`src/busPkg.sv`:
```
//##########################################################################
// CPU bus struct, function codes, DSACK codes, cycle states, bus timing
//##########################################################################
`default_nettype none

package busPkg;

  // Address width of the 68030 bus
  localparam int addrW = 32;

  // FC2..FC0 address spaces
  typedef enum logic [2:0] {
    reserved0 = 3'd0,
    userData  = 3'd1,
    userProg  = 3'd2,
    reserved3 = 3'd3,
    reserved4 = 3'd4,
    superData = 3'd5,
    superProg = 3'd6,
    cpuSpace  = 3'd7
  } fcT;

  // CPU side of the bus, strobes active low as on the pins
  typedef struct packed {
    logic             nAs;
    logic             nDs;
    logic             rnW;
    logic [1:0]       siz;
    fcT               fc;
    logic [addrW-1:0] addr;
  } cpuBusT;

  // DSACK1/DSACK0 port size, active high here
  typedef enum logic [1:0] {
    portNone = 2'b00,
    port8    = 2'b01,
    port16   = 2'b10
  } portT;

  // Bus-cycle controller states
  typedef enum logic [3:0] {
    idle,
    romWait,
    duartWait,
    tmrSetup,
    tmrHold1,
    tmrHold2,
    tmrAck,
    tmrRecover1,
    tmrRecover2,
    finish
  } cycStateT;

  // Boot overlay covers the reset vector fetch
  localparam int bootW = 3;
  localparam logic [bootW-1:0] bootCycles = 3'd4;

  // Bus error watchdog
  localparam int berrW = 6;
  localparam logic [berrW-1:0] berrLimit = 6'd63;

endpackage

`default_nettype wire

```
`src/sysMapPkg.sv`:
```
//##########################################################################
// Address map, region patterns, peripheral offsets and select structs
//##########################################################################
`default_nettype none

package sysMapPkg;

  // CPU address width
  localparam int addrW = 32;

  // Top-level region compare window
  localparam int regionHiBit = 31;
  localparam int regionLoBit = 13;

  // Four 256 MB DRAM banks
  localparam int dramBanks = 4;
  localparam int bankHiBit = 29;
  localparam int bankLoBit = 28;

  // Region patterns, each with its compare mask
  // ROM and DEV are 1 MB each at the top of the map
  localparam logic [addrW-1:0] romBase  = 32'hFFF0_0000;
  localparam logic [addrW-1:0] romMask  = 32'hFFF0_0000;
  localparam logic [addrW-1:0] devBase  = 32'hFFE0_0000;
  localparam logic [addrW-1:0] devMask  = 32'hFFF0_0000;
  // MMIO and DRAM take 1 GB each
  localparam logic [addrW-1:0] mmioBase = 32'h8000_0000;
  localparam logic [addrW-1:0] mmioMask = 32'hC000_0000;
  localparam logic [addrW-1:0] dramBase = 32'h0000_0000;
  localparam logic [addrW-1:0] dramMask = 32'hC000_0000;

  // Peripheral space offsets, matched on bits 19:4
  localparam int devAddrW = 20;
  localparam int devLoBit = 4;
  localparam logic [devAddrW-1:0] duartOfs = 20'h00000;
  localparam logic [devAddrW-1:0] tmrOfs   = 20'h00010;
  localparam logic [devAddrW-1:0] ataOfs   = 20'h00020;
  localparam logic [devAddrW-1:0] i2cOfs   = 20'h00100;
  localparam logic [devAddrW-1:0] intcOfs  = 20'hFFFF0;

  // Top-level selects, active high
  typedef struct packed {
    logic                 rom;
    logic                 dev;
    logic                 mmio;
    logic [dramBanks-1:0] dram;
  } memSelT;

  // Peripheral selects; ext covers anything not decoded here
  typedef struct packed {
    logic duart;
    logic tmr;
    logic ata;
    logic i2c;
    logic intc;
    logic ext;
  } devSelT;

endpackage

`default_nettype wire

```
`src/addrDecode.sv`:
```
//##########################################################################
// Top-level region decoder with boot overlay and read-only ROM
//##########################################################################
`timescale 1ns/1ps
`default_nettype none

module addrDecode (
  input  busPkg::cpuBusT    cpuBus,
  input  logic              bootFetch,
  output sysMapPkg::memSelT memSel
);

  import sysMapPkg::*;
  import busPkg::*;

  logic [regionHiBit:regionLoBit]   regionBits;
  logic [bankHiBit-bankLoBit:0]     bank;
  logic                             spaceOk;
  logic                             romHit;
  logic                             devHit;
  logic                             mmioHit;
  logic                             dramHit;

  // Masked compare over the region window
  function automatic logic regionMatch(
    input logic [regionHiBit:regionLoBit] bits,
    input logic [regionHiBit:regionLoBit] base,
    input logic [regionHiBit:regionLoBit] mask
  );
    return (bits & mask) == (base & mask);
  endfunction

  assign regionBits = cpuBus.addr[regionHiBit:regionLoBit];
  assign bank       = cpuBus.addr[bankHiBit:bankLoBit];

  // Only user/supervisor data and program spaces
  // CPU space and reserved codes select nothing
  always_comb begin
    case (cpuBus.fc)
      userData, userProg, superData, superProg: spaceOk = 1'b1;
      default:                                  spaceOk = 1'b0;
    endcase
  end

  assign romHit  = regionMatch(regionBits, romBase[regionHiBit:regionLoBit],
                               romMask[regionHiBit:regionLoBit]);
  assign devHit  = regionMatch(regionBits, devBase[regionHiBit:regionLoBit],
                               devMask[regionHiBit:regionLoBit]);
  assign mmioHit = regionMatch(regionBits, mmioBase[regionHiBit:regionLoBit],
                               mmioMask[regionHiBit:regionLoBit]);
  assign dramHit = regionMatch(regionBits, dramBase[regionHiBit:regionLoBit],
                               dramMask[regionHiBit:regionLoBit]);

  always_comb begin
    memSel = '0;
    if (!cpuBus.nAs && spaceOk) begin
      // ROM drives the bus on reads only
      memSel.rom  = romHit & cpuBus.rnW;
      memSel.dev  = devHit;
      memSel.mmio = mmioHit;
      if (dramHit) begin
        // Reset vector fetch comes from ROM while booting
        if (bootFetch && bank == '0) begin
          memSel.rom = cpuBus.rnW;
        end else begin
          memSel.dram[bank] = 1'b1;
        end
      end
    end
  end

endmodule

`default_nettype wire

```
`src/busMonitor.sv`:
```
//##########################################################################
// Bus cycle end detect, boot cycle counter, bus error watchdog
//##########################################################################
`timescale 1ns/1ps
`default_nettype none

module busMonitor (
  input  logic           CPU_CLK,
  input  logic           nRST,
  input  busPkg::cpuBusT cpuBus,
  output logic           bootFetch,
  output logic           berr
);

  import busPkg::*;

  logic             nAsQ;
  logic             cycleEnd;
  logic [bootW-1:0] bootCnt;
  logic [berrW-1:0] berrCnt;

  // nAs seen high after being low
  assign cycleEnd = ~nAsQ & cpuBus.nAs;

  // Saturates at bootCycles
  always_ff @(posedge CPU_CLK or negedge nRST) begin
    if (!nRST) begin
      nAsQ    <= 1'b1;
      bootCnt <= '0;
    end else begin
      nAsQ <= cpuBus.nAs;
      if (cycleEnd && bootFetch) begin
        bootCnt <= bootCnt + 1'b1;
      end
    end
  end

  assign bootFetch = (bootCnt != bootCycles);

  // Watchdog, idle while nAs is high
  always_ff @(posedge CPU_CLK or negedge nRST) begin
    if (!nRST) begin
      berrCnt <= '0;
    end else if (cpuBus.nAs) begin
      berrCnt <= '0;
    end else if (berrCnt != berrLimit) begin
      berrCnt <= berrCnt + 1'b1;
    end
  end

  // Held until the CPU drops the cycle
  assign berr = ~cpuBus.nAs & (berrCnt == berrLimit);

endmodule

`default_nettype wire

```
`src/cycleCtrl.sv`:
```
//##########################################################################
// Bus-cycle FSM for ROM, DUART and timer: DSACK, I/O strobes, recovery
//##########################################################################
`timescale 1ns/1ps
`default_nettype none

module cycleCtrl (
  input  logic              CPU_CLK,
  input  logic              nRST,
  input  busPkg::cpuBusT    cpuBus,
  input  sysMapPkg::memSelT memSel,
  input  sysMapPkg::devSelT devSel,
  output busPkg::portT      dsack,
  output logic              ioRd,
  output logic              ioWr
);

  import busPkg::*;

  cycStateT state;
  portT     dsackQ;
  logic     strobeD;
  logic     ioStrobe;

  always_ff @(posedge CPU_CLK or negedge nRST) begin
    if (!nRST) begin
      state   <= idle;
      dsackQ  <= portNone;
      strobeD <= 1'b0;
    end else begin
      case (state)
        idle: begin
          // Start only once data strobe is down
          if (!cpuBus.nDs) begin
            if (memSel.rom) begin
              // 70 ns flash, one wait state
              state <= romWait;
            end else if (devSel.duart && cpuBus.rnW) begin
              // DUART read, zero wait
              dsackQ <= port8;
              state  <= finish;
            end else if (devSel.duart) begin
              state <= duartWait;
            end else if (devSel.tmr && cpuBus.rnW) begin
              // 82C54 needs address setup before the read strobe
              state <= tmrSetup;
            end else if (devSel.tmr) begin
              // CPU already delays nDs on writes
              state <= tmrHold1;
            end
          end
        end

        romWait: begin
          dsackQ <= port16;
          state  <= finish;
        end

        duartWait: begin
          dsackQ <= port8;
          state  <= finish;
        end

        tmrSetup: begin
          // Release the delayed read strobe
          strobeD <= 1'b1;
          state   <= tmrHold1;
        end

        // Strobe pulse width
        tmrHold1: state <= tmrHold2;
        tmrHold2: state <= tmrAck;

        tmrAck: begin
          // Raise DSACK first, then hold it until nDs goes up
          if (dsackQ == portNone) begin
            dsackQ <= port8;
          end else if (cpuBus.nDs) begin
            dsackQ  <= portNone;
            strobeD <= 1'b0;
            state   <= tmrRecover1;
          end
        end

        // Timer recovery time, a back-to-back access may follow
        tmrRecover1: state <= tmrRecover2;
        tmrRecover2: state <= idle;

        finish: begin
          if (cpuBus.nDs) begin
            dsackQ <= portNone;
            state  <= idle;
          end
        end

        default: state <= idle;
      endcase
    end
  end

  // Drops with nDs, without waiting for the clock
  assign dsack = cpuBus.nDs ? portNone : dsackQ;

  // Off-board devices get the strobe straight away
  // timer reads wait for the delayed copy
  assign ioStrobe = devSel.ext | (devSel.tmr & ~cpuBus.rnW) | strobeD;

  assign ioRd = ioStrobe & ~cpuBus.nDs & cpuBus.rnW;
  assign ioWr = ioStrobe & ~cpuBus.nDs & ~cpuBus.rnW;

endmodule

`default_nettype wire

```
`src/devDecode.sv`:
```
//##########################################################################
// Peripheral sub-decoder and external device select
//##########################################################################
`timescale 1ns/1ps
`default_nettype none

module devDecode (
  input  busPkg::cpuBusT    cpuBus,
  input  sysMapPkg::memSelT memSel,
  output sysMapPkg::devSelT devSel
);

  import sysMapPkg::*;

  logic [devAddrW-1:devLoBit] ofs;
  logic                       duartHit;
  logic                       tmrHit;
  logic                       ataHit;
  logic                       i2cHit;
  logic                       intcHit;

  // Offset within DEV space, 16-byte granules
  assign ofs = cpuBus.addr[devAddrW-1:devLoBit];

  assign duartHit = (ofs == duartOfs[devAddrW-1:devLoBit]);
  assign tmrHit   = (ofs == tmrOfs[devAddrW-1:devLoBit]);
  assign ataHit   = (ofs == ataOfs[devAddrW-1:devLoBit]);
  assign i2cHit   = (ofs == i2cOfs[devAddrW-1:devLoBit]);
  assign intcHit  = (ofs == intcOfs[devAddrW-1:devLoBit]);

  assign devSel.duart = memSel.dev & duartHit;
  assign devSel.tmr   = memSel.dev & tmrHit;
  assign devSel.ata   = memSel.dev & ataHit;
  // PCF8584 picks its 68000 interface mode from CS vs DS
  // so hold off the select until nDs is low
  assign devSel.i2c   = memSel.dev & i2cHit & ~cpuBus.nDs;
  assign devSel.intc  = memSel.dev & intcHit;

  // Everything else in DEV space is decoded off-board
  assign devSel.ext = memSel.dev & ~(duartHit | tmrHit | ataHit | i2cHit | intcHit);

endmodule

`default_nettype wire

```
`src/sysCtl.sv`:
```
//##########################################################################
// System controller top: decoders, bus monitor, bus-cycle controller
//##########################################################################
`timescale 1ns/1ps
`default_nettype none

module sysCtl (
  input  logic              CPU_CLK,
  input  logic              nRST,
  input  busPkg::cpuBusT    cpuBus,
  output sysMapPkg::memSelT memSel,
  output sysMapPkg::devSelT devSel,
  output busPkg::portT      dsack,
  output logic              ci,
  output logic              berr,
  output logic              ioRd,
  output logic              ioWr
);

  logic bootFetch;

  // Region decode, ROM overlays bank 0 while booting
  addrDecode addrDecode_i (
    .cpuBus    (cpuBus),
    .bootFetch (bootFetch),
    .memSel    (memSel)
  );

  // DEV space devices
  devDecode devDecode_i (
    .cpuBus (cpuBus),
    .memSel (memSel),
    .devSel (devSel)
  );

  // Boot counter and watchdog
  busMonitor busMonitor_i (
    .CPU_CLK   (CPU_CLK),
    .nRST      (nRST),
    .cpuBus    (cpuBus),
    .bootFetch (bootFetch),
    .berr      (berr)
  );

  // Termination for devices without a native 68k bus
  cycleCtrl cycleCtrl_i (
    .CPU_CLK (CPU_CLK),
    .nRST    (nRST),
    .cpuBus  (cpuBus),
    .memSel  (memSel),
    .devSel  (devSel),
    .dsack   (dsack),
    .ioRd    (ioRd),
    .ioWr    (ioWr)
  );

  // No caching of the boot fetch or of peripheral space
  assign ci = bootFetch | memSel.dev;

endmodule

`default_nettype wire

```
`config.mk`:
```
export PLATFORM = sky130hd
export DESIGN_NAME = sysCtl
export DESIGN_NICKNAME = d
export VERILOG_FILES = /design/src/busPkg.sv /design/src/sysMapPkg.sv /design/src/addrDecode.sv /design/src/busMonitor.sv /design/src/cycleCtrl.sv /design/src/devDecode.sv /design/src/sysCtl.sv
export SDC_FILE = /design/constraint.sdc
export NUM_CORES = 1
export LEC_CHECK = 0
export ABC_AREA = 1
export BUFFER_PORTS_ARGS = -buffer_cell sky130_fd_sc_hd__buf_2
export CORE_ASPECT_RATIO = 2
export CORE_MARGIN = 2
export CORE_UTILIZATION = 49
export CTS_CLUSTER_DIAMETER = 50
export DETAILED_ROUTE_END_ITERATION = 10
export PLACE_DENSITY = 0.8
export SLEW_MARGIN = 20
export SYNTH_ARGS = -nofsm -noshare
export SYNTH_HDL_FRONTEND = slang
export SYNTH_SLANG_ARGS = --single-unit
```
`constraint.sdc`:
```
create_clock -name CPU_CLK -period 2.05 [get_ports CPU_CLK]
set_clock_uncertainty 0.1 [all_clocks]
set_input_delay 0.205 -clock CPU_CLK [delete_from_list [all_inputs] [get_ports CPU_CLK]]
set_output_delay 0.205 -clock CPU_CLK [all_outputs]
set_load 0.02 [all_outputs]
```
==> results.cfg <==
[logic_synthesis]
ys.warnings.count = 0
ys_ff_latch = 17
netlist_instances = 256
synth_cell_types = 31
synth-edff-count = 0
syn_area_mm2 = 0.001575
synth.largest_area_cell = dfrtp_1
ys_top_cells_by_count = nand2_1 (61), inv_1 (46), nor2_1 (39)
dominantRegCellSynth = dfrtp_1
async_reset_ff_frac = 1.000
yosysTopAreaCellShare = 0.2542
yosysSeqAreaShare = 0.2708
synth.area.top_cells = dfrtp_1 (25%), nand2_1 (15%), inv_1 (11%)
synth.most_common_cell = nand2_1
syn_avg_cell_area_um2 = 6.153
syn-num-nets = 301

[grt]
grt_pass1_vias = 1717
grt_util_all_layers = 0.2076
grt_pass1_wl_mm = 6.141
grt_overflow = 0
antenna_found_initial = 0
grt_max_degree = 18

[power_and_ir_drop]
internal-power_uw = 854.6
power_density_mw_per_mm2 = 772.6
peakVddDrop_uv = 639.3
power.switching_uw = 653.4
pwr-share-comb = 0.506
leakagePower_uw = 0.001079
switching_share = 0.4333
pwr-share-seq = 0.335
p_clk_frac = 0.159

[detailed_routing]
drt-initial-drc-count = 20
routed_wl_mm = 3.592
drc = 0
vias = 1778
drtAntennaViolNets = 0
viasPerCell = 5.139
drtPass1Iterations = 4
wl_per_cell_um = 10.38

[setup_path]
worstPathArrival_ns = 1.64
cp-endpoint = berr
cp-startpoint = busMonitor_i.berrCnt[0]
critPathKind = flop to output pin
timing.rr.start = busMonitor_i.bootCnt[0]
path_max_fanout = 7
r2r_cells = 11
worstPathRequired_ns = 1.75
reg2reg_slack_ns = 0.39
critPathLaunchType = flop
end_kind = output pin
reg2reg_to = cycleCtrl_i.state[3]

[final_layout]
final_area_mm2 = 0.001952
drive_gt1_frac = 0.2730
antenna_cells = 0
n_fill_cell = 330
final_cells = 346
nNetsFinal = 361
area_delta_synth_final_pct = 23.91

[place]
io_buffers = 53
dp_cells = 340
place_hpwl_mm = 3.136
place_ws_ns = 0.1980
dpl_cell_area_mm2 = 0.001882
gp_congestion = 0.8637

[cts]
cts_root_buf = clkbuf_8
cts_setup_buffers = 0
cts_tree = built
clk_pin_slew_ns = 0.06
htreeDepth = 1
cts_made_buffers = 3
cts.sinks = 17
clk_latency_ns = 0.25
clk_path_buf_depth = 2

[timing]
maxSlewViolCount = 0
relSlewSlack = 0.7524
period_minus_slack_ns = 1.942
final-setup-viol-count = 0
finalCritPeriodShare = 0.9473
hold_viol = 0
worstMarginPinSlew_ns = 0.3714
max_freq_ghz = 0.5149
setup_ws_ns = 0.1080

[floorplan]
std_cell_rows = 29
start_util = 0.5048
die_h_um = 84.19
die_area_mm2 = 0.003712
ioPinCount = 61
core_mm2 = 0.003120
dieWidth_um = 44.09

[job]
maxCapViolations = 0

[run_status]
status = complete, no violations

[worst_hold_path]
hold_path_class = input port to flop
[worst min-delay path by stage]
stage                    start  depth (start not counted)                      end
floorplan                 nRST                          0  busMonitor_i.berrCnt[0]
global placement          nRST                          1  busMonitor_i.berrCnt[5]
detailed placement        nRST                          1  busMonitor_i.berrCnt[4]
CTS                 cpuBus[39]                          2  busMonitor_i.berrCnt[5]
global route        cpuBus[39]                          2  busMonitor_i.berrCnt[5]
finish              cpuBus[39]                          2  busMonitor_i.berrCnt[5]
[logic make-up after synthesis]
kind of cell / after synthesis / share of synthesized area
compound gates: 22 / 0.08102
fa+ha+maj: 3 / 0.02383
xor+xnor: 2 / 0.01112
simple gates: 163 / 0.4956
buf+inv: 49 / 0.1176
flops: 17 / 0.2709
[cell type report]
type | instances | area, um^2 | share of cell area
inverter | 48 | 180.2 | 0.09231
multi-input combinational | 190 | 968.4 | 0.4962
sequential | 17 | 426.7 | 0.2186
timing repair buffer | 56 | 292.8 | 0.1500
clock buffer | 4 | 45.04 | 0.02308
tap | 31 | 38.79 | 0.01987
[repair_timing]
item	4_1_cts	5_1_grt
hold endpoints to repair	17	0
gates resized for setup	0	1
setup endpoints to repair	0	1
hold buffers	2	0
[cells in the final DEF, fill, tap and decap left out, drive strengths merged, types with 2 or more instances in the layout]
master       Yosys  layout
a21oi           10      10
buf              1      54
clkbuf           0       4
dfrtp           16      16
dlygate4sd3      0       2
ha               3       3
inv             48      48
nand2           68      68
nand3           24      24
nand4            7       7
nor2            49      49
nor3            10      10
nor4             2       2
o21a             3       3
o21ai            6       6
[worst max-delay path, cell delays in order (launching register included)]
cell and delay (ns):
dfrtp_1 0.35, ha_1 0.16, nand2_1 0.08, nor2_1 0.17, inv_1 0.06, nor2_1 0.16
nand3_2 0.17, inv_1 0.09, buf_2 0.16
[layer usage]
layer  GRT usage  wire length [um]
met4      0.1322               153
met5           0                 0
met1      0.1715              1219
met3     0.01290               100
met2      0.4184              2119
[stage by stage]
stage	utilization	total power [uW]	setup TNS, ns	hold WS (ns)
global route	0.6255	1669	-0.03285	0.08602
detailed placement	0.6030	1276	0	0.04168
global placement	0.6030	1257	0	0.04292
finish	0.6255	1508	0	0.08267
floorplan	-	1076	0	-0.1906
CTS	0.6239	1524	0	0.07690
[power by group through the flow]
stage / registers [uW] / logic [uW] / clock network [uW]
after CTS: 504 / 772 / 248
after global routing: 519 / 884 / 266
final: 505 / 763 / 240
after detailed placement: 511 / 765 / 0
after global placement: 510 / 747 / 0
after floorplan: 497 / 579 / 0
[sequential cells by signal (all words and copies together) (netlist names)]
name / count
cycleCtrl_i.state: 4
busMonitor_i.nAsQ: 1
busMonitor_i.bootCnt: 3
cycleCtrl_i.strobeD: 1
cycleCtrl_i.dsackQ: 2
busMonitor_i.berrCnt: 6
No activity file was read; power rests on OpenSTA's default activity.
